--- config.mk ---
export PLATFORM = sky130hd
export DESIGN_NAME = dir_stage3
export DESIGN_NICKNAME = d
export VERILOG_FILES = /design/src/dir_pkg.sv /design/src/dir_stage3.sv /design/src/dir_message_gen.sv /design/src/dir_entry_update.sv /design/src/dir_protocol_rom.sv /design/src/dir_state_select.sv
export SDC_FILE = /design/constraint.sdc
export NUM_CORES = 1
export LEC_CHECK = 0
export BUFFER_PORTS_ARGS = -buffer_cell sky130_fd_sc_hd__buf_2
export CAP_MARGIN = 20
export CORE_AREA = 2 2 112 114
export DETAILED_ROUTE_END_ITERATION = 8
export DIE_AREA = 0 0 114 116
export MAX_ROUTING_LAYER = met4
export PLACE_DENSITY_LB_ADDON = 0.15
export SKIP_LAST_GASP = 1
export SYNTH_ARGS = -nofsm -noshare
export SYNTH_HDL_FRONTEND = slang
export SYNTH_SLANG_ARGS = --single-unit
export TNS_END_PERCENT = 1
--- constraint.sdc ---
create_clock -name clk -period 0.8 [get_ports clk]
set_input_delay 0.16 -clock clk [delete_from_list [all_inputs] [get_ports clk]]
set_output_delay 0.16 -clock clk [all_outputs]
set_load 0.01 [all_outputs]
--- src/dir_pkg.sv ---
// Directory stage 3 definitions
`default_nettype none

package dir_pkg;

	localparam int TILE_COUNT = 4;
	localparam int TSHR_ENTRIES = 4;

	// Line address layout is tag, set, offset from MSB to LSB
	localparam int ADDR_TAG_BITS = 8;
	localparam int ADDR_SET_BITS = 6;
	localparam int ADDR_OFFSET_BITS = 2;

	typedef logic [$clog2(TILE_COUNT) - 1:0] tile_id_t;
	typedef logic [TILE_COUNT - 1:0] tile_mask_t;
	typedef logic [$clog2(TILE_COUNT + 1) - 1:0] sharer_count_t;
	typedef logic [ADDR_TAG_BITS + ADDR_SET_BITS + ADDR_OFFSET_BITS - 1:0] addr_t;
	typedef logic [ADDR_SET_BITS - 1:0] set_t;
	typedef logic [ADDR_TAG_BITS - 1:0] tag_t;
	typedef logic [1:0] way_t;
	typedef logic [31:0] line_t;
	typedef logic [$clog2(TSHR_ENTRIES) - 1:0] tshr_idx_t;

	// ST_SD waits for the owner's data after a GetS hit an M line
	typedef enum logic [1:0] {ST_I, ST_S, ST_M, ST_SD} dir_state_t;
	typedef enum logic [2:0] {GETS, GETM, PUTS, PUTM, DATA} dir_msg_t;
	typedef enum logic [1:0] {FWD_NONE, FWD_GETS, FWD_GETM, FWD_INV} fwd_type_t;
	typedef enum logic [1:0] {RESP_NONE, RESP_DATA, RESP_PUT_ACK} resp_type_t;
	typedef enum logic [1:0] {SRC_TSHR, SRC_CACHE, SRC_NONE} entry_source_t;
	typedef enum logic [1:0] {DEST_REQUESTOR, DEST_OWNER, DEST_SHARERS} dest_sel_t;

	typedef struct packed {
		dir_state_t state;
		tile_mask_t sharers;
		tile_id_t   owner;
	} dir_entry_t;

	typedef struct packed {
		dir_msg_t msg_type;
		addr_t    address;
		line_t    data;
		tile_id_t source;
	} dir_message_t;

	typedef struct packed {
		dir_state_t next_state;
		logic       current_stable;
		logic       next_stable;
		logic       sharers_add_requestor;
		logic       sharers_add_owner;
		logic       sharers_clear;
		logic       sharers_remove_requestor;
		logic       owner_set_requestor;
		logic       owner_clear;
		logic       store_data;
		logic       invalidate_way;
		logic       fwd_send;
		fwd_type_t  fwd_type;
		dest_sel_t  fwd_dest;
		logic       resp_send;
		resp_type_t resp_type;
		logic       resp_has_data;
		dest_sel_t  resp_dest;
	} rom_action_t;

	typedef struct packed {
		logic       enable;
		tshr_idx_t  index;
		logic       valid;
		dir_state_t state;
		addr_t      address;
		tile_mask_t sharers;
		tile_id_t   owner;
	} tshr_update_t;

	typedef struct packed {
		logic       enable;
		logic       valid;
		set_t       set;
		way_t       way;
		tag_t       tag;
		dir_state_t state;
		tile_mask_t sharers;
		tile_id_t   owner;
		line_t      data;
	} cache_update_t;

	typedef struct packed {
		logic       valid;
		fwd_type_t  fwd_type;
		tile_id_t   source;
		addr_t      address;
		tile_mask_t destinations;
	} fwd_msg_t;

	typedef struct packed {
		logic          valid;
		resp_type_t    resp_type;
		tile_id_t      source;
		addr_t         address;
		line_t         data;
		sharer_count_t sharers_count;
		logic          has_data;
		tile_mask_t    destinations;
	} response_t;

	function automatic tag_t addr_tag(addr_t address);
		return address[ADDR_TAG_BITS + ADDR_SET_BITS + ADDR_OFFSET_BITS - 1 -: ADDR_TAG_BITS];
	endfunction

	function automatic set_t addr_set(addr_t address);
		return address[ADDR_OFFSET_BITS +: ADDR_SET_BITS];
	endfunction

endpackage

`default_nettype wire
--- src/dir_stage3.sv ---
// Directory controller execution stage
`default_nettype none

module dir_stage3 import dir_pkg::*; #(
	parameter int HOME_TILE = 0
) (
	input  logic          clk,
	input  logic          reset,
	input  logic          message_valid,
	input  dir_message_t  message,
	input  logic          tshr_hit,
	input  tshr_idx_t     tshr_index,
	input  dir_entry_t    tshr_entry,
	input  logic          cache_hit,
	input  dir_entry_t    cache_entry,
	input  line_t         cache_data,
	input  way_t          cache_way,
	input  tshr_idx_t     tshr_empty_index,
	output tshr_update_t  tshr_update,
	output cache_update_t cache_update,
	output fwd_msg_t      fwd,
	output response_t     response
);

	dir_entry_t    current_entry;
	entry_source_t entry_source;
	tile_mask_t    requestor_oh;
	tile_mask_t    owner_oh;
	sharer_count_t sharer_count;
	logic          is_from_owner;
	logic          one_sharer;
	rom_action_t   action;

	dir_state_select #(
		.HOME_TILE(HOME_TILE)
	) u_state_select (
		.message      (message),
		.tshr_hit     (tshr_hit),
		.tshr_entry   (tshr_entry),
		.cache_hit    (cache_hit),
		.cache_entry  (cache_entry),
		.current_entry(current_entry),
		.entry_source (entry_source),
		.requestor_oh (requestor_oh),
		.owner_oh     (owner_oh),
		.sharer_count (sharer_count),
		.is_from_owner(is_from_owner),
		.one_sharer   (one_sharer)
	);

	// Only the ROM looks at message_valid
	dir_protocol_rom u_protocol_rom (
		.message_valid(message_valid),
		.state        (current_entry.state),
		.request      (message.msg_type),
		.is_from_owner(is_from_owner),
		.one_sharer   (one_sharer),
		.action       (action)
	);

	dir_entry_update #(
		.HOME_TILE(HOME_TILE)
	) u_entry_update (
		.clk             (clk),
		.reset           (reset),
		.message         (message),
		.current_entry   (current_entry),
		.entry_source    (entry_source),
		.requestor_oh    (requestor_oh),
		.owner_oh        (owner_oh),
		.action          (action),
		.tshr_index      (tshr_index),
		.tshr_empty_index(tshr_empty_index),
		.cache_data      (cache_data),
		.cache_way       (cache_way),
		.tshr_update     (tshr_update),
		.cache_update    (cache_update)
	);

	dir_message_gen u_message_gen (
		.clk          (clk),
		.reset        (reset),
		.message      (message),
		.current_entry(current_entry),
		.entry_source (entry_source),
		.requestor_oh (requestor_oh),
		.owner_oh     (owner_oh),
		.sharer_count (sharer_count),
		.action       (action),
		.cache_data   (cache_data),
		.fwd          (fwd),
		.response     (response)
	);

endmodule

`default_nettype wire

--- src/dir_message_gen.sv ---
// Forwarded request and response generation
`default_nettype none

module dir_message_gen import dir_pkg::*; (
	input  logic          clk,
	input  logic          reset,
	input  dir_message_t  message,
	input  dir_entry_t    current_entry,
	input  entry_source_t entry_source,
	input  tile_mask_t    requestor_oh,
	input  tile_mask_t    owner_oh,
	input  sharer_count_t sharer_count,
	input  rom_action_t   action,
	input  line_t         cache_data,
	output fwd_msg_t      fwd,
	output response_t     response
);

	fwd_msg_t  fwd_next;
	response_t resp_next;
	fwd_msg_t  fwd_q;
	response_t resp_q;
	logic      fwd_valid_q;
	logic      resp_valid_q;

	function automatic tile_mask_t pick_dest(dest_sel_t sel, tile_mask_t req_mask,
		tile_mask_t own_mask, tile_mask_t sharers);
		case (sel)
			DEST_OWNER:   return own_mask;
			DEST_SHARERS: return sharers;
			default:      return req_mask;
		endcase
	endfunction

	always_comb begin
		fwd_next.valid = action.fwd_send;
		fwd_next.fwd_type = action.fwd_type;
		fwd_next.source = message.source;
		fwd_next.address = message.address;
		fwd_next.destinations = pick_dest(action.fwd_dest, requestor_oh, owner_oh,
			current_entry.sharers);
	end

	always_comb begin
		resp_next.valid = action.resp_send;
		resp_next.resp_type = action.resp_type;
		resp_next.source = message.source;
		resp_next.address = message.address;
		// A directory cache hit supplies the line, otherwise the message carries it
		resp_next.data = (entry_source == SRC_CACHE) ? cache_data : message.data;
		resp_next.sharers_count = sharer_count;
		resp_next.has_data = action.resp_has_data;
		resp_next.destinations = pick_dest(action.resp_dest, requestor_oh, owner_oh,
			current_entry.sharers);
	end

	always_ff @(posedge clk or posedge reset) begin
		if (reset) begin
			fwd_valid_q <= 1'b0;
			resp_valid_q <= 1'b0;
		end else begin
			fwd_valid_q <= fwd_next.valid;
			resp_valid_q <= resp_next.valid;
		end
	end

	always_ff @(posedge clk) begin
		fwd_q <= fwd_next;
		resp_q <= resp_next;
	end

	always_comb begin
		fwd = fwd_q;
		fwd.valid = fwd_valid_q;
		response = resp_q;
		response.valid = resp_valid_q;
	end

endmodule

`default_nettype wire

--- src/dir_entry_update.sv ---
// TSHR and directory cache update
`default_nettype none

module dir_entry_update import dir_pkg::*; #(
	parameter int HOME_TILE = 0
) (
	input  logic          clk,
	input  logic          reset,
	input  dir_message_t  message,
	input  dir_entry_t    current_entry,
	input  entry_source_t entry_source,
	input  tile_mask_t    requestor_oh,
	input  tile_mask_t    owner_oh,
	input  rom_action_t   action,
	input  tshr_idx_t     tshr_index,
	input  tshr_idx_t     tshr_empty_index,
	input  line_t         cache_data,
	input  way_t          cache_way,
	output tshr_update_t  tshr_update,
	output cache_update_t cache_update
);

	tile_mask_t    next_sharers;
	tile_id_t      next_owner;
	line_t         next_data;
	logic          info_changed;
	logic          tshr_allocate;
	logic          tshr_modify;
	logic          tshr_deallocate;
	logic          cache_modify;
	logic          cache_allocate;
	logic          cache_deallocate;
	tshr_update_t  tshr_next;
	cache_update_t cache_next;
	tshr_update_t  tshr_q;
	cache_update_t cache_q;
	logic          tshr_enable_q;
	logic          cache_enable_q;

	// Additions first, then clear and remove win over them
	assign next_sharers = (current_entry.sharers
		| ({TILE_COUNT{action.sharers_add_requestor}} & requestor_oh)
		| ({TILE_COUNT{action.sharers_add_owner}} & owner_oh))
		& ~{TILE_COUNT{action.sharers_clear}}
		& ~({TILE_COUNT{action.sharers_remove_requestor}} & requestor_oh);

	assign next_owner = action.owner_clear ? tile_id_t'(HOME_TILE)
		: action.owner_set_requestor ? message.source : current_entry.owner;

	assign next_data = action.store_data ? message.data : cache_data;

	assign info_changed = (current_entry.state != action.next_state)
		| action.sharers_add_requestor | action.sharers_add_owner
		| action.sharers_clear | action.sharers_remove_requestor
		| action.owner_set_requestor | action.owner_clear;

	// TSHR tracks lines only while they sit in a transient state
	assign tshr_allocate = action.current_stable & ~action.next_stable;
	assign tshr_modify = ~action.current_stable & ~action.next_stable & info_changed;
	assign tshr_deallocate = ~action.current_stable & action.next_stable;

	assign cache_modify = (entry_source == SRC_CACHE) & action.current_stable
		& action.next_stable & (info_changed | action.store_data);
	assign cache_deallocate = tshr_allocate & (entry_source == SRC_CACHE);
	assign cache_allocate = action.next_stable & (info_changed | action.store_data)
		& ~(tshr_deallocate & action.invalidate_way) & ~cache_modify;

	always_comb begin
		tshr_next.enable = tshr_allocate | tshr_modify | tshr_deallocate;
		tshr_next.index = tshr_allocate ? tshr_empty_index : tshr_index;
		tshr_next.valid = tshr_allocate | tshr_modify;
		tshr_next.state = action.next_state;
		tshr_next.address = message.address;
		tshr_next.sharers = next_sharers;
		tshr_next.owner = next_owner;
	end

	always_comb begin
		cache_next.enable = cache_allocate | cache_modify | cache_deallocate;
		cache_next.valid = ~action.invalidate_way;
		cache_next.set = addr_set(message.address);
		cache_next.way = cache_way;
		cache_next.tag = addr_tag(message.address);
		cache_next.state = action.next_state;
		cache_next.sharers = next_sharers;
		cache_next.owner = next_owner;
		cache_next.data = next_data;
	end

	always_ff @(posedge clk or posedge reset) begin
		if (reset) begin
			tshr_enable_q <= 1'b0;
			cache_enable_q <= 1'b0;
		end else begin
			tshr_enable_q <= tshr_next.enable;
			cache_enable_q <= cache_next.enable;
		end
	end

	always_ff @(posedge clk) begin
		tshr_q <= tshr_next;
		cache_q <= cache_next;
	end

	// Enables come from the reset flops, the rest from the payload flops
	always_comb begin
		tshr_update = tshr_q;
		tshr_update.enable = tshr_enable_q;
		cache_update = cache_q;
		cache_update.enable = cache_enable_q;
	end

endmodule

`default_nettype wire

--- src/dir_protocol_rom.sv ---
// MSI directory protocol table
`default_nettype none

module dir_protocol_rom import dir_pkg::*; (
	input  logic        message_valid,
	input  dir_state_t  state,
	input  dir_msg_t    request,
	input  logic        is_from_owner,
	input  logic        one_sharer,
	output rom_action_t action
);

	always_comb begin
		// Default row keeps the state and issues nothing
		action = '0;
		action.next_state = state;
		action.fwd_type = FWD_NONE;
		action.fwd_dest = DEST_REQUESTOR;
		action.resp_type = RESP_NONE;
		action.resp_dest = DEST_REQUESTOR;

		if (message_valid) begin
			case (state)
				ST_I: begin
					case (request)
						GETS: begin
							action.next_state = ST_S;
							action.sharers_add_requestor = 1'b1;
							action.resp_send = 1'b1;
							action.resp_type = RESP_DATA;
							action.resp_has_data = 1'b1;
						end
						GETM: begin
							action.next_state = ST_M;
							action.owner_set_requestor = 1'b1;
							action.resp_send = 1'b1;
							action.resp_type = RESP_DATA;
							action.resp_has_data = 1'b1;
						end
						default: begin
						end
					endcase
				end
				ST_S: begin
					case (request)
						GETS: begin
							action.sharers_add_requestor = 1'b1;
							action.resp_send = 1'b1;
							action.resp_type = RESP_DATA;
							action.resp_has_data = 1'b1;
						end
						GETM: begin
							// Every current sharer loses its copy
							action.next_state = ST_M;
							action.fwd_send = 1'b1;
							action.fwd_type = FWD_INV;
							action.fwd_dest = DEST_SHARERS;
							action.sharers_clear = 1'b1;
							action.owner_set_requestor = 1'b1;
							action.resp_send = 1'b1;
							action.resp_type = RESP_DATA;
							action.resp_has_data = 1'b1;
						end
						PUTS: begin
							if (one_sharer) begin
								action.next_state = ST_I;
								action.sharers_clear = 1'b1;
								action.invalidate_way = 1'b1;
							end else begin
								action.sharers_remove_requestor = 1'b1;
							end
							action.resp_send = 1'b1;
							action.resp_type = RESP_PUT_ACK;
						end
						default: begin
						end
					endcase
				end
				ST_M: begin
					case (request)
						GETS: begin
							if (!is_from_owner) begin
								// Owner keeps a shared copy once it has supplied the data
								action.next_state = ST_SD;
								action.fwd_send = 1'b1;
								action.fwd_type = FWD_GETS;
								action.fwd_dest = DEST_OWNER;
								action.sharers_add_requestor = 1'b1;
								action.sharers_add_owner = 1'b1;
							end
						end
						GETM: begin
							if (!is_from_owner) begin
								action.fwd_send = 1'b1;
								action.fwd_type = FWD_GETM;
								action.fwd_dest = DEST_OWNER;
								action.owner_set_requestor = 1'b1;
							end
						end
						PUTM: begin
							if (is_from_owner) begin
								action.next_state = ST_I;
								action.store_data = 1'b1;
								action.owner_clear = 1'b1;
								action.invalidate_way = 1'b1;
							end
							action.resp_send = 1'b1;
							action.resp_type = RESP_PUT_ACK;
						end
						default: begin
						end
					endcase
				end
				ST_SD: begin
					if (request == DATA) begin
						action.next_state = ST_S;
						action.store_data = 1'b1;
					end
				end
				default: begin
				end
			endcase
		end

		action.current_stable = state != ST_SD;
		action.next_stable = action.next_state != ST_SD;
	end

endmodule

`default_nettype wire

--- src/dir_state_select.sv ---
// Current directory entry selection
`default_nettype none

module dir_state_select import dir_pkg::*; #(
	parameter int HOME_TILE = 0
) (
	input  dir_message_t  message,
	input  logic          tshr_hit,
	input  dir_entry_t    tshr_entry,
	input  logic          cache_hit,
	input  dir_entry_t    cache_entry,
	output dir_entry_t    current_entry,
	output entry_source_t entry_source,
	output tile_mask_t    requestor_oh,
	output tile_mask_t    owner_oh,
	output sharer_count_t sharer_count,
	output logic          is_from_owner,
	output logic          one_sharer
);

	// An open TSHR entry holds newer information than the cache line
	always_comb begin
		if (tshr_hit) begin
			current_entry = tshr_entry;
			entry_source = SRC_TSHR;
		end else if (cache_hit) begin
			current_entry = cache_entry;
			entry_source = SRC_CACHE;
		end else begin
			// Untracked lines behave as invalid and owned by the home tile
			current_entry.state = ST_I;
			current_entry.sharers = '0;
			current_entry.owner = tile_id_t'(HOME_TILE);
			entry_source = SRC_NONE;
		end
	end

	assign requestor_oh = tile_mask_t'(1) << message.source;
	assign owner_oh = tile_mask_t'(1) << current_entry.owner;

	always_comb begin
		sharer_count = '0;
		for (int i = 0; i < TILE_COUNT; i++) begin
			sharer_count = sharer_count + sharer_count_t'(current_entry.sharers[i]);
		end
	end

	assign is_from_owner = message.source == current_entry.owner;
	assign one_sharer = sharer_count == sharer_count_t'(1);

endmodule

`default_nettype wire

==> results of run 1 <==
area by class of cell:
cell class / instances / area [um2] / area share, %
Clock inverter: 10 / 96.34 / 1.209
Multi-Input combinational cell: 224 / 1912 / 23.99
Timing Repair Buffer: 449 / 2905 / 36.46
Sequential cell: 116 / 2342 / 29.39
Clock buffer: 22 / 495.5 / 6.218
Inverter: 9 / 33.78 / 0.4239
Tap cell: 147 / 183.9 / 2.308
cells in the final DEF (no fill, tap or decap), types with 4 or more instances in the layout:
| cell type | instances |
|---|---|
| buf_2 | 281 |
| dfxtp_1 | 112 |
| dlygate4sd3_1 | 87 |
| buf_4 | 78 |
| mux2_2 | 64 |
| nor2_1 | 25 |
| clkbuf_16 | 18 |
| nand2_1 | 12 |
| o21ai_0 | 10 |
| a21oi_1 | 9 |
| inv_1 | 7 |
| a211oi_1 | 7 |
| ha_1 | 6 |
| and2_1 | 5 |
| a22o_1 | 5 |
| nor3_1 | 5 |
| mux2i_1 | 5 |
| nand3_1 | 5 |
| nand4_1 | 4 |
| a32oi_1 | 4 |
| clkinvlp_4 | 4 |
| dfrtp_1 | 4 |
metal layers:
layer	up-vias	wire length [um]	part of all wire [%]
met3	28	967	6.4
li1	2224	-	-
met5	-	0	0
met2	206	8212	54
met4	0	385	2.5
met1	2115	5551	37
worst min-delay path by stage:
stage	slack (ns)	to	from	cells after the start
6_report	0.05	u_message_gen.fwd[21]$_DFF_P_	message[1]	2
5_1_grt	0.05	u_message_gen.fwd[21]$_DFF_P_	message[1]	2
3_5_place_dp	0.06	u_message_gen.resp_valid_q$_DFF_PP0_	reset	2
2_1_floorplan	-0.07	u_entry_update.cache_enable_q$_DFF_PP0_	reset	1
3_3_place_gp	0.06	u_message_gen.resp_valid_q$_DFF_PP0_	reset	2
4_1_cts	0.02	u_message_gen.fwd[21]$_DFF_P_	message[1]	2
stage by stage:
stage	setup slack [ns]	hold slack [ns]	utilization (%)	power, mW	cell area, um2
final	-1.969	0.05072	66.90	16.73	7969
after global routing	-2.069	0.04637	66.90	17.41	7969
after CTS	-1.881	0.02461	66.62	16.84	7935
after detailed placement	-2.405	0.05861	54.16	9.035	6451
after global placement	-2.337	0.05774	54.16	8.979	6451
after floorplan	-2.335	-0.07392	-	7.905	4782
state kept, by name, summed over array words and instances (netlist names):
name                           flops
u_entry_update.tshr_enable_q       1
u_entry_update.cache_enable_q      1
u_message_gen.fwd_valid_q          1
u_message_gen.response            42
u_message_gen.fwd                 23
u_entry_update.cache_update       38
u_entry_update.tshr_update         9
u_message_gen.resp_valid_q         1
cell usage after synthesis (6+ instances only):
cell	n	share of area, %
clkbuf_1	8	0.63
ha_1	8	2.1
dfxtp_1	112	47
and2_1	6	0.79
o21ai_0	11	1.2
a211oi_1	7	1.1
a21oi_1	9	0.95
mux2_2	64	15
nor2_1	25	2.0
buf_4	61	9.7
inv_1	8	0.63
nand2_1	12	0.95
critical path: stages:
cell and delay, ns:
buf_6 0.09, nor2b_4 0.13, a22o_1 0.24, ha_4 0.24, fa_2 0.37, ha_4 0.24, nor4b_4 0.34, and2_4 0.21
o21ai_2 0.05, a221o_1 0.38, o21ai_4 0.23, nor3_4 0.08, mux2_4 0.29
timing repair:
item	4_1_cts	5_1_grt
endpoints found under the hold margin	88	0
buffers inserted	2	1
pin swaps	2	10
endpoints found under the setup margin	264	264
gates resized for setup	2	7
hold buffers	87	0
cell families (layout without fill, tap and decap cells):
group	Yosys count	after routing
XOR/XNOR	1	1
AND/OR/NAND/NOR	82	82
adder cells (fa/ha/maj)	9	9
multiplexers	71	71
buffers and inverters	86	490
flip-flops	116	116
AO/OA/AOI/OAI	61	61
where the power goes:
group | total [mW] | internal [mW] | switching, mW
Sequential | 6.33 | 6.20 | 0.137
Clock | 7.39 | 4.71 | 2.68
Combinational | 3.01 | 1.63 | 1.38
Total | 16.7 | 12.5 | 4.20
==> out/metrics.csv, run 1 <==
stage;metric;value;unit
run;drv_cap;0;
synthesis;synth_edf_count;0;
synthesis;syn_nets;547;
routing;vias_per_cell;4.681;
setup_path;critPathRequiredTime;1.10;ns
cts;htree_levels;4;
synthesis;synth-main-ff-cell;dfxtp_1;
global_routing;grt_pass1_vias;4873;
setup_path;cp-endpoint;u_entry_update.tshr_update[26]$_DFF_P_;
synthesis;synth_compound_area_share;9.607;%
sta;finalCritPeriodShare;346.1;%
power_and_ir_drop;ir_worst_vdd;1.363;mV
sta;rsz0062_at_grt;yes;
floorplan;num_io_pins;284;
final_layout;fill_cells;921;
synthesis;syn_inst;426;
hold_path;hp-class;in -> reg;
synthesis;synth_top_family_by_area;multiplexers;
synthesis;yosys.area_share.simple;9.501;%
cts;clock-sinks;116;
synthesis;synth_adder_area_share;2.534;%
global_routing;grt.total_usage;22.86;%
setup_path;critPathLaunchType;input pin;
synthesis;syn_avg_cell_area;11.13;um2
final_layout;finalNonFillerCells;977;
cts;cts_inserted_buffers;17;
sta;setup_ws;-1.969;ns
global_routing;grt_max_degree;33;
floorplan;dieArea;13220;um2
floorplan;fp.dieH;116;um
global_routing;grt.busiest_layer;met2;
placed_design;port_buffers;283;
floorplan;fp.dieW;114;um
synthesis;async_reset_ff_share;3.448;%
setup_path;worst_setup_path_end_kind;flip-flop;
cts;clock_path_buffers;2;
synthesis;ys_ff_latch;116;
synthesis;synth.distinct_cells;55;
sta;slew_violations;0;
global_routing;met2_usage;41.43;%
setup_path;path_class;in -> reg;
sta;period_minus_slack;2.769;ns
routing;avgRoutedWirePerCell;15.47;um
sta;finalSetupTns;-113.76;ns
global_routing;antenna_found_initial;0;
floorplan;std_cell_rows;40;
setup_path;worstPathArrival;3.07;ns
sta;setup_viol;264;
setup_path;crit_path_start;cache_hit;
sta;clock.fmax;361.2;MHz
global_routing;grtUsageMet3;6.172;%
final_layout;drive_above_1_share;57.83;%
routing;dr.pass1.iters;4;
synthesis;synth_seq_area_share;49.41;%
power_and_ir_drop;p_leak;3.919;nW
synthesis;synth.mux.area_fraction;16.89;%
global_routing;grt_overflow;0;
sta;finalHoldViolCount;0;
floorplan;coreArea;11910;um2
cts;cts-root-buf;clkbuf_16;
cts;cts_tree;yes;
global_routing;met1_usage;22.75;%
placed_design;placedCellCount;855;
routing;drtIter0Drc;188;
routing;drcViolationCount;0;
status;outcome;finished, violations left;
global_routing;grt_pass1_wl;22750;um
placed_design;gp_congestion;0.8448;
power_and_ir_drop;power_density;2099;nW/um2
routing;totalWireLength;15120;um
synthesis;synth_area;4741;um2
setup_path;critPathMaxFanout;4;
cts;clkTransAtPathRegs;0.05;ns
placed_design;dp_hpwl;10440;um
routing;final_antenna_net_count;0;
synthesis;synth-xor-area-share;0.1847;%
floorplan;initial_core_util;39.80;%
sta;max-slew-margin-rel;65.69;%
sta;tightest_slew;0.5115;ns
synthesis;yosys_warnings;0;
status;violations;negative setup slack;
final_layout;n_antenna_cell;0;
final_layout;syn2layout_area_growth;68.09;%
routing;num_vias;4573;
final_layout;final_nets;938;
Note: power is estimated with default switching activity, not from simulation.
==> run 2, diff against run 1 <==
Settings changed: CTS_BUF_LIST set to sky130_fd_sc_hd__clkbuf_16.
==> out/metrics.csv, run 2 (synthesis results as in run 1) <==
stage;metric;value;unit
final_layout;finalInstanceArea;7939;um2
placed_design;placedCellCount;855;
sta;setup_ws;-1.967;ns
setup_path;critPathMaxFanout;4;
hold_path;hp-class;in -> reg;
placed_design;port_buffers;283;
cts;clock-sinks;116;
sta;setup_viol;264;
setup_path;path_class;in -> reg;
global_routing;grt_max_degree;33;
routing;drcViolationCount;0;
final_layout;final_nets;938;
setup_path;critPathLaunchType;input pin;
run;drv_cap;0;
sta;slew_violations;0;
routing;dr.pass1.iters;4;
floorplan;num_io_pins;284;
final_layout;n_antenna_cell;0;
sta;tightest_slew;0.5160;ns
routing;num_vias;4561;
floorplan;std_cell_rows;40;
hold_path;worstHoldStart;message[1];
power_and_ir_drop;p_leak;3.906;nW
final_layout;largest_reg_flops;42;
global_routing;grt_pass1_vias;4814;
power_and_ir_drop;power_density;2070;nW/um2
sta;finalCritPeriodShare;345.8;%
final_layout;drive_above_1_share;57.47;%
cts;cts_inserted_buffers;17;
placed_design;gp_congestion;0.8448;
power_and_ir_drop;ir_worst_vdd;1.360;mV
global_routing;grt_pass1_wl;22510;um
hold_path;holdPathStages;2;
status;violations;negative setup slack;
final_layout;final_common_cell;buf_2;
cts;cts_tree;yes;
final_layout;finalNonFillerCells;977;
hold_path;worst_hold_path.endpoint;u_message_gen.fwd[21]$_DFF_P_;
floorplan;fp.dieH;116;um
routing;totalWireLength;15010;um
setup_path;worstPathArrival;3.06;ns
global_routing;antenna_found_initial;0;
global_routing;grt_overflow;0;
placed_design;dp_slack;-2.405;ns
floorplan;initial_core_util;39.80;%
status;outcome;finished, violations left;
placed_design;place_area;6451;um2
routing;vias_per_cell;4.668;
sta;clock.fmax;361.4;MHz
cts;clkTransAtPathRegs;0.05;ns
final_layout;syn2layout_area_growth;67.46;%
cts;cts-root-buf;clkbuf_16;
global_routing;grt.total_usage;22.61;%
placed_design;dp_hpwl;10440;um
setup_path;worst_setup_path_end_kind;flip-flop;
cts;htree_levels;4;
routing;drtIter0Drc;190;
cts;clock_path_buffers;2;
sta;finalHoldViolCount;0;
sta;period_minus_slack;2.767;ns
setup_path;critPathRequiredTime;1.10;ns
floorplan;fp.dieW;114;um
routing;final_antenna_net_count;0;
floorplan;coreArea;11910;um2
routing;avgRoutedWirePerCell;15.36;um
floorplan;dieArea;13220;um2
final_layout;layout_common_cells;281 x buf_2, 112 x dfxtp_1, 87 x dlygate4sd3_1, 78 x buf_4, 64 x mux2_2;
sta;max-slew-margin-rel;65.39;%
sta;rsz0062_at_grt;yes;
==> run 2: critical path, stage by stage <==
cell	delay, ns
buf_6	0.09
nor2b_4	0.13
a22o_1	0.24
ha_4	0.24
fa_2	0.37
ha_4	0.24
nor4b_4	0.34
and2_4	0.21
o21ai_2	0.05
a221o_1	0.38
o21ai_4	0.23
nor3_4	0.08
mux2_4	0.30
==> run 2: final cells by class <==
type / count / area [um2]
Inverter: 9 / 33.78
Clock inverter: 14 / 111.4
Sequential cell: 116 / 2342
Timing Repair Buffer: 449 / 2905
Tap cell: 147 / 183.9
Multi-Input combinational cell: 224 / 1912
Fill cell: 926 / 3973
Clock buffer: 18 / 450.4
==> run 2: how the worst max path moves through the flow <==
stage	start	endpoint	slack, ns
floorplan	tshr_hit	u_entry_update.tshr_update[25]$_DFF_P_	-2.33
global placement	cache_hit	u_entry_update.cache_enable_q$_DFF_PP0_	-2.34
detailed placement	cache_hit	u_entry_update.cache_enable_q$_DFF_PP0_	-2.40
CTS	cache_hit	u_entry_update.cache_enable_q$_DFF_PP0_	-1.88
global route	cache_hit	u_entry_update.tshr_update[25]$_DFF_P_	-2.07
finish	cache_hit	u_entry_update.tshr_update[26]$_DFF_P_	-1.97
==> run 2: metal layers <==
layer,track usage (%),share of wire (%),vias to the layer above,wire (um)
li1,-,-,2222,-
met4,9.431,2.5,0,380
met2,41.35,54,197,8131
met3,6.695,6.2,32,936
met1,22.41,37,2110,5562
met5,-,0,-,0
==> run 2: through the flow <==
stage               TNS (ns)  utilization (%)  hold WS (ns)  power, mW
floorplan            -107.45                -      -0.07392      7.905
global placement     -116.78            54.16       0.05774      8.979
detailed placement   -118.97            54.16       0.05861      9.035
CTS                  -120.06            66.37       0.02461      16.53
global route         -127.76            66.65       0.04541      17.13
finish               -113.92            66.65       0.05361      16.44
==> run 2: repair_timing <==
action	CTS	global route
hold buffers	87	0
pin swaps	2	10
setup buffers	2	1
endpoints found under the setup margin	264	264
gates resized for setup	2	7
hold endpoints to repair	88	0
==> run 2: power breakdown <==
| group | total [mW] | switching, mW | internal [mW] |
|---|---|---|---|
| clock network | 7.10 | 2.69 | 4.41 |
| logic | 3.01 | 1.38 | 1.63 |
| registers | 6.33 | 0.133 | 6.20 |
| total | 16.4 | 4.21 | 12.2 |
==> run 3, diff against run 2 <==
Settings changed: CTS_BUF_LIST sky130_fd_sc_hd__clkbuf_16 to sky130_fd_sc_hd__clkbuf_8 sky130_fd_sc_hd__clkbuf_16.
==> out/metrics.csv, run 3 (synthesis results as in run 1) <==
stage;metric;value;unit
setup_path;worst_setup_path_end_kind;flip-flop;
floorplan;dieArea;13220;um2
floorplan;num_io_pins;284;
final_layout;finalNonFillerCells;977;
final_layout;final_nets;938;
cts;cts_tree;yes;
routing;vias_per_cell;4.681;
final_layout;largest_reg_flops;42;
routing;drcViolationCount;0;
sta;period_minus_slack;2.769;ns
placed_design;placedCellCount;855;
global_routing;grt.total_usage;22.86;%
floorplan;initial_core_util;39.80;%
setup_path;critPathSlowestCell;a221o_1;
cts;cts-root-buf;clkbuf_16;
setup_path;critPathTopFamily;compound AO/OA/AOI/OAI gates;
final_layout;n_antenna_cell;0;
setup_path;path_class;in -> reg;
floorplan;coreArea;11910;um2
routing;avgRoutedWirePerCell;15.47;um
final_layout;final_common_cell;buf_2;
setup_path;worst_path_most_repeated_cell;ha_4;
placed_design;port_buffers;283;
sta;finalCritPeriodShare;346.1;%
floorplan;fp.dieH;116;um
placed_design;gp_congestion;0.8448;
setup_path;worstPathArrival;3.07;ns
routing;final_antenna_net_count;0;
hold_path;hp-class;in -> reg;
global_routing;grt_overflow;0;
routing;drtIter0Drc;179;
cts;clock-sinks;116;
cts;cts_inserted_buffers;17;
routing;dr.pass1.iters;4;
sta;rsz0062_at_grt;yes;
sta;tightest_slew;0.5115;ns
cts;htree_levels;4;
final_layout;syn2layout_area_growth;68.09;%
status;outcome;finished, violations left;
floorplan;std_cell_rows;40;
setup_path;critPathMaxStageDelay;0.38;ns
global_routing;grt_pass1_vias;4873;
power_and_ir_drop;finalPower;16.72;mW
power_and_ir_drop;power_density;2098;nW/um2
power_and_ir_drop;ir_worst_vdd;1.363;mV
sta;finalHoldViolCount;0;
power_and_ir_drop;p_leak;3.923;nW
global_routing;antenna_found_initial;0;
cts;clkTransAtPathRegs;0.05;ns
setup_path;cp.buffers_inverters;1;
sta;setup_ws;-1.969;ns
setup_path;critPathLaunchType;input pin;
status;violations;negative setup slack;
floorplan;fp.dieW;114;um
sta;max-slew-margin-rel;65.69;%
sta;clock.fmax;361.2;MHz
global_routing;grt_pass1_wl;22750;um
setup_path;critPathRequiredTime;1.10;ns
routing;num_vias;4573;
sta;setup_viol;264;
sta;slew_violations;0;
final_layout;layout_common_cells;281 x buf_2, 112 x dfxtp_1, 87 x dlygate4sd3_1, 78 x buf_4, 64 x mux2_2;
placed_design;dp_hpwl;10440;um
run;drv_cap;0;
setup_path;critPathMaxFanout;4;
final_layout;drive_above_1_share;57.83;%
global_routing;grt_max_degree;33;
setup_path;path_cells;buf_6 > nor2b_4 > a22o_1 > ha_4 > fa_2 > ha_4 > nor4b_4 > and2_4 > o21ai_2 > a221o_1 > o21ai_4 > nor3_4 > mux2_4;
routing;totalWireLength;15120;um
cts;clock_path_buffers;2;
-- run 3: layout make-up --
cell class              count  area (um2)
clock buffers              21       491.7
clock inverters            11       100.1
fillers                   921        3943
inverters                   9       33.78
multi-input cells         224        1912
flip-flops and latches    116        2342
well taps                 147       183.9
repair buffers            449        2905
-- run 3: worst paths after layout --
| kind | startpoint | cells past startpoint | end |
|---|---|---|---|
| max in group asynchronous | reset | 3 | u_message_gen.fwd_valid_q$_DFF_PP0_ |
| worst max-delay path | cache_hit | 13 | u_entry_update.tshr_update[26]$_DFF_P_ |
| min in group asynchronous | reset | 3 | u_entry_update.tshr_enable_q$_DFF_PP0_ |
| worst min-delay path | message[1] | 2 | u_message_gen.fwd[21]$_DFF_P_ |
-- run 3: power breakdown --
group          internal, mW  switching [mW]  leakage [nW]
clock                  4.69            2.68         0.284
sequential             6.20           0.137         0.994
combinational          1.63            1.38          2.64
total                  12.5            4.20          3.92
-- run 3: metrics by stage --
stage               utilization, %  setup TNS, ns  hold WS (ns)  setup slack [ns]  instance area (um2)
floorplan                        -        -107.45      -0.07392            -2.335                 4782
global placement             54.16        -116.78       0.05774            -2.337                 6451
detailed placement           54.16        -118.97       0.05861            -2.405                 6451
CTS                          66.62        -120.19       0.02461            -1.881                 7935
global route                 66.90        -128.04       0.04637            -2.069                 7969
finish                       66.90        -113.76       0.05074            -1.969                 7969
-- run 3: what timing repair did --
| item | in CTS | in global routing |
|---|---|---|
| setup endpoints to repair | 264 | 264 |
| pin swaps | 2 | 10 |
| buffers inserted | 2 | 1 |
| hold buffers | 87 | 0 |
| endpoints found under the hold margin | 88 | 0 |
| gates resized for setup | 2 | 7 |
-- run 3: layer usage --
layer | GRT usage (%) | wire, um | vias up
met1 | 22.75 | 5550 | 2115
met4 | 11.06 | 385 | 0
li1 | - | - | 2224
met5 | - | 0 | -
met3 | 6.172 | 967 | 28
met2 | 41.43 | 8213 | 206
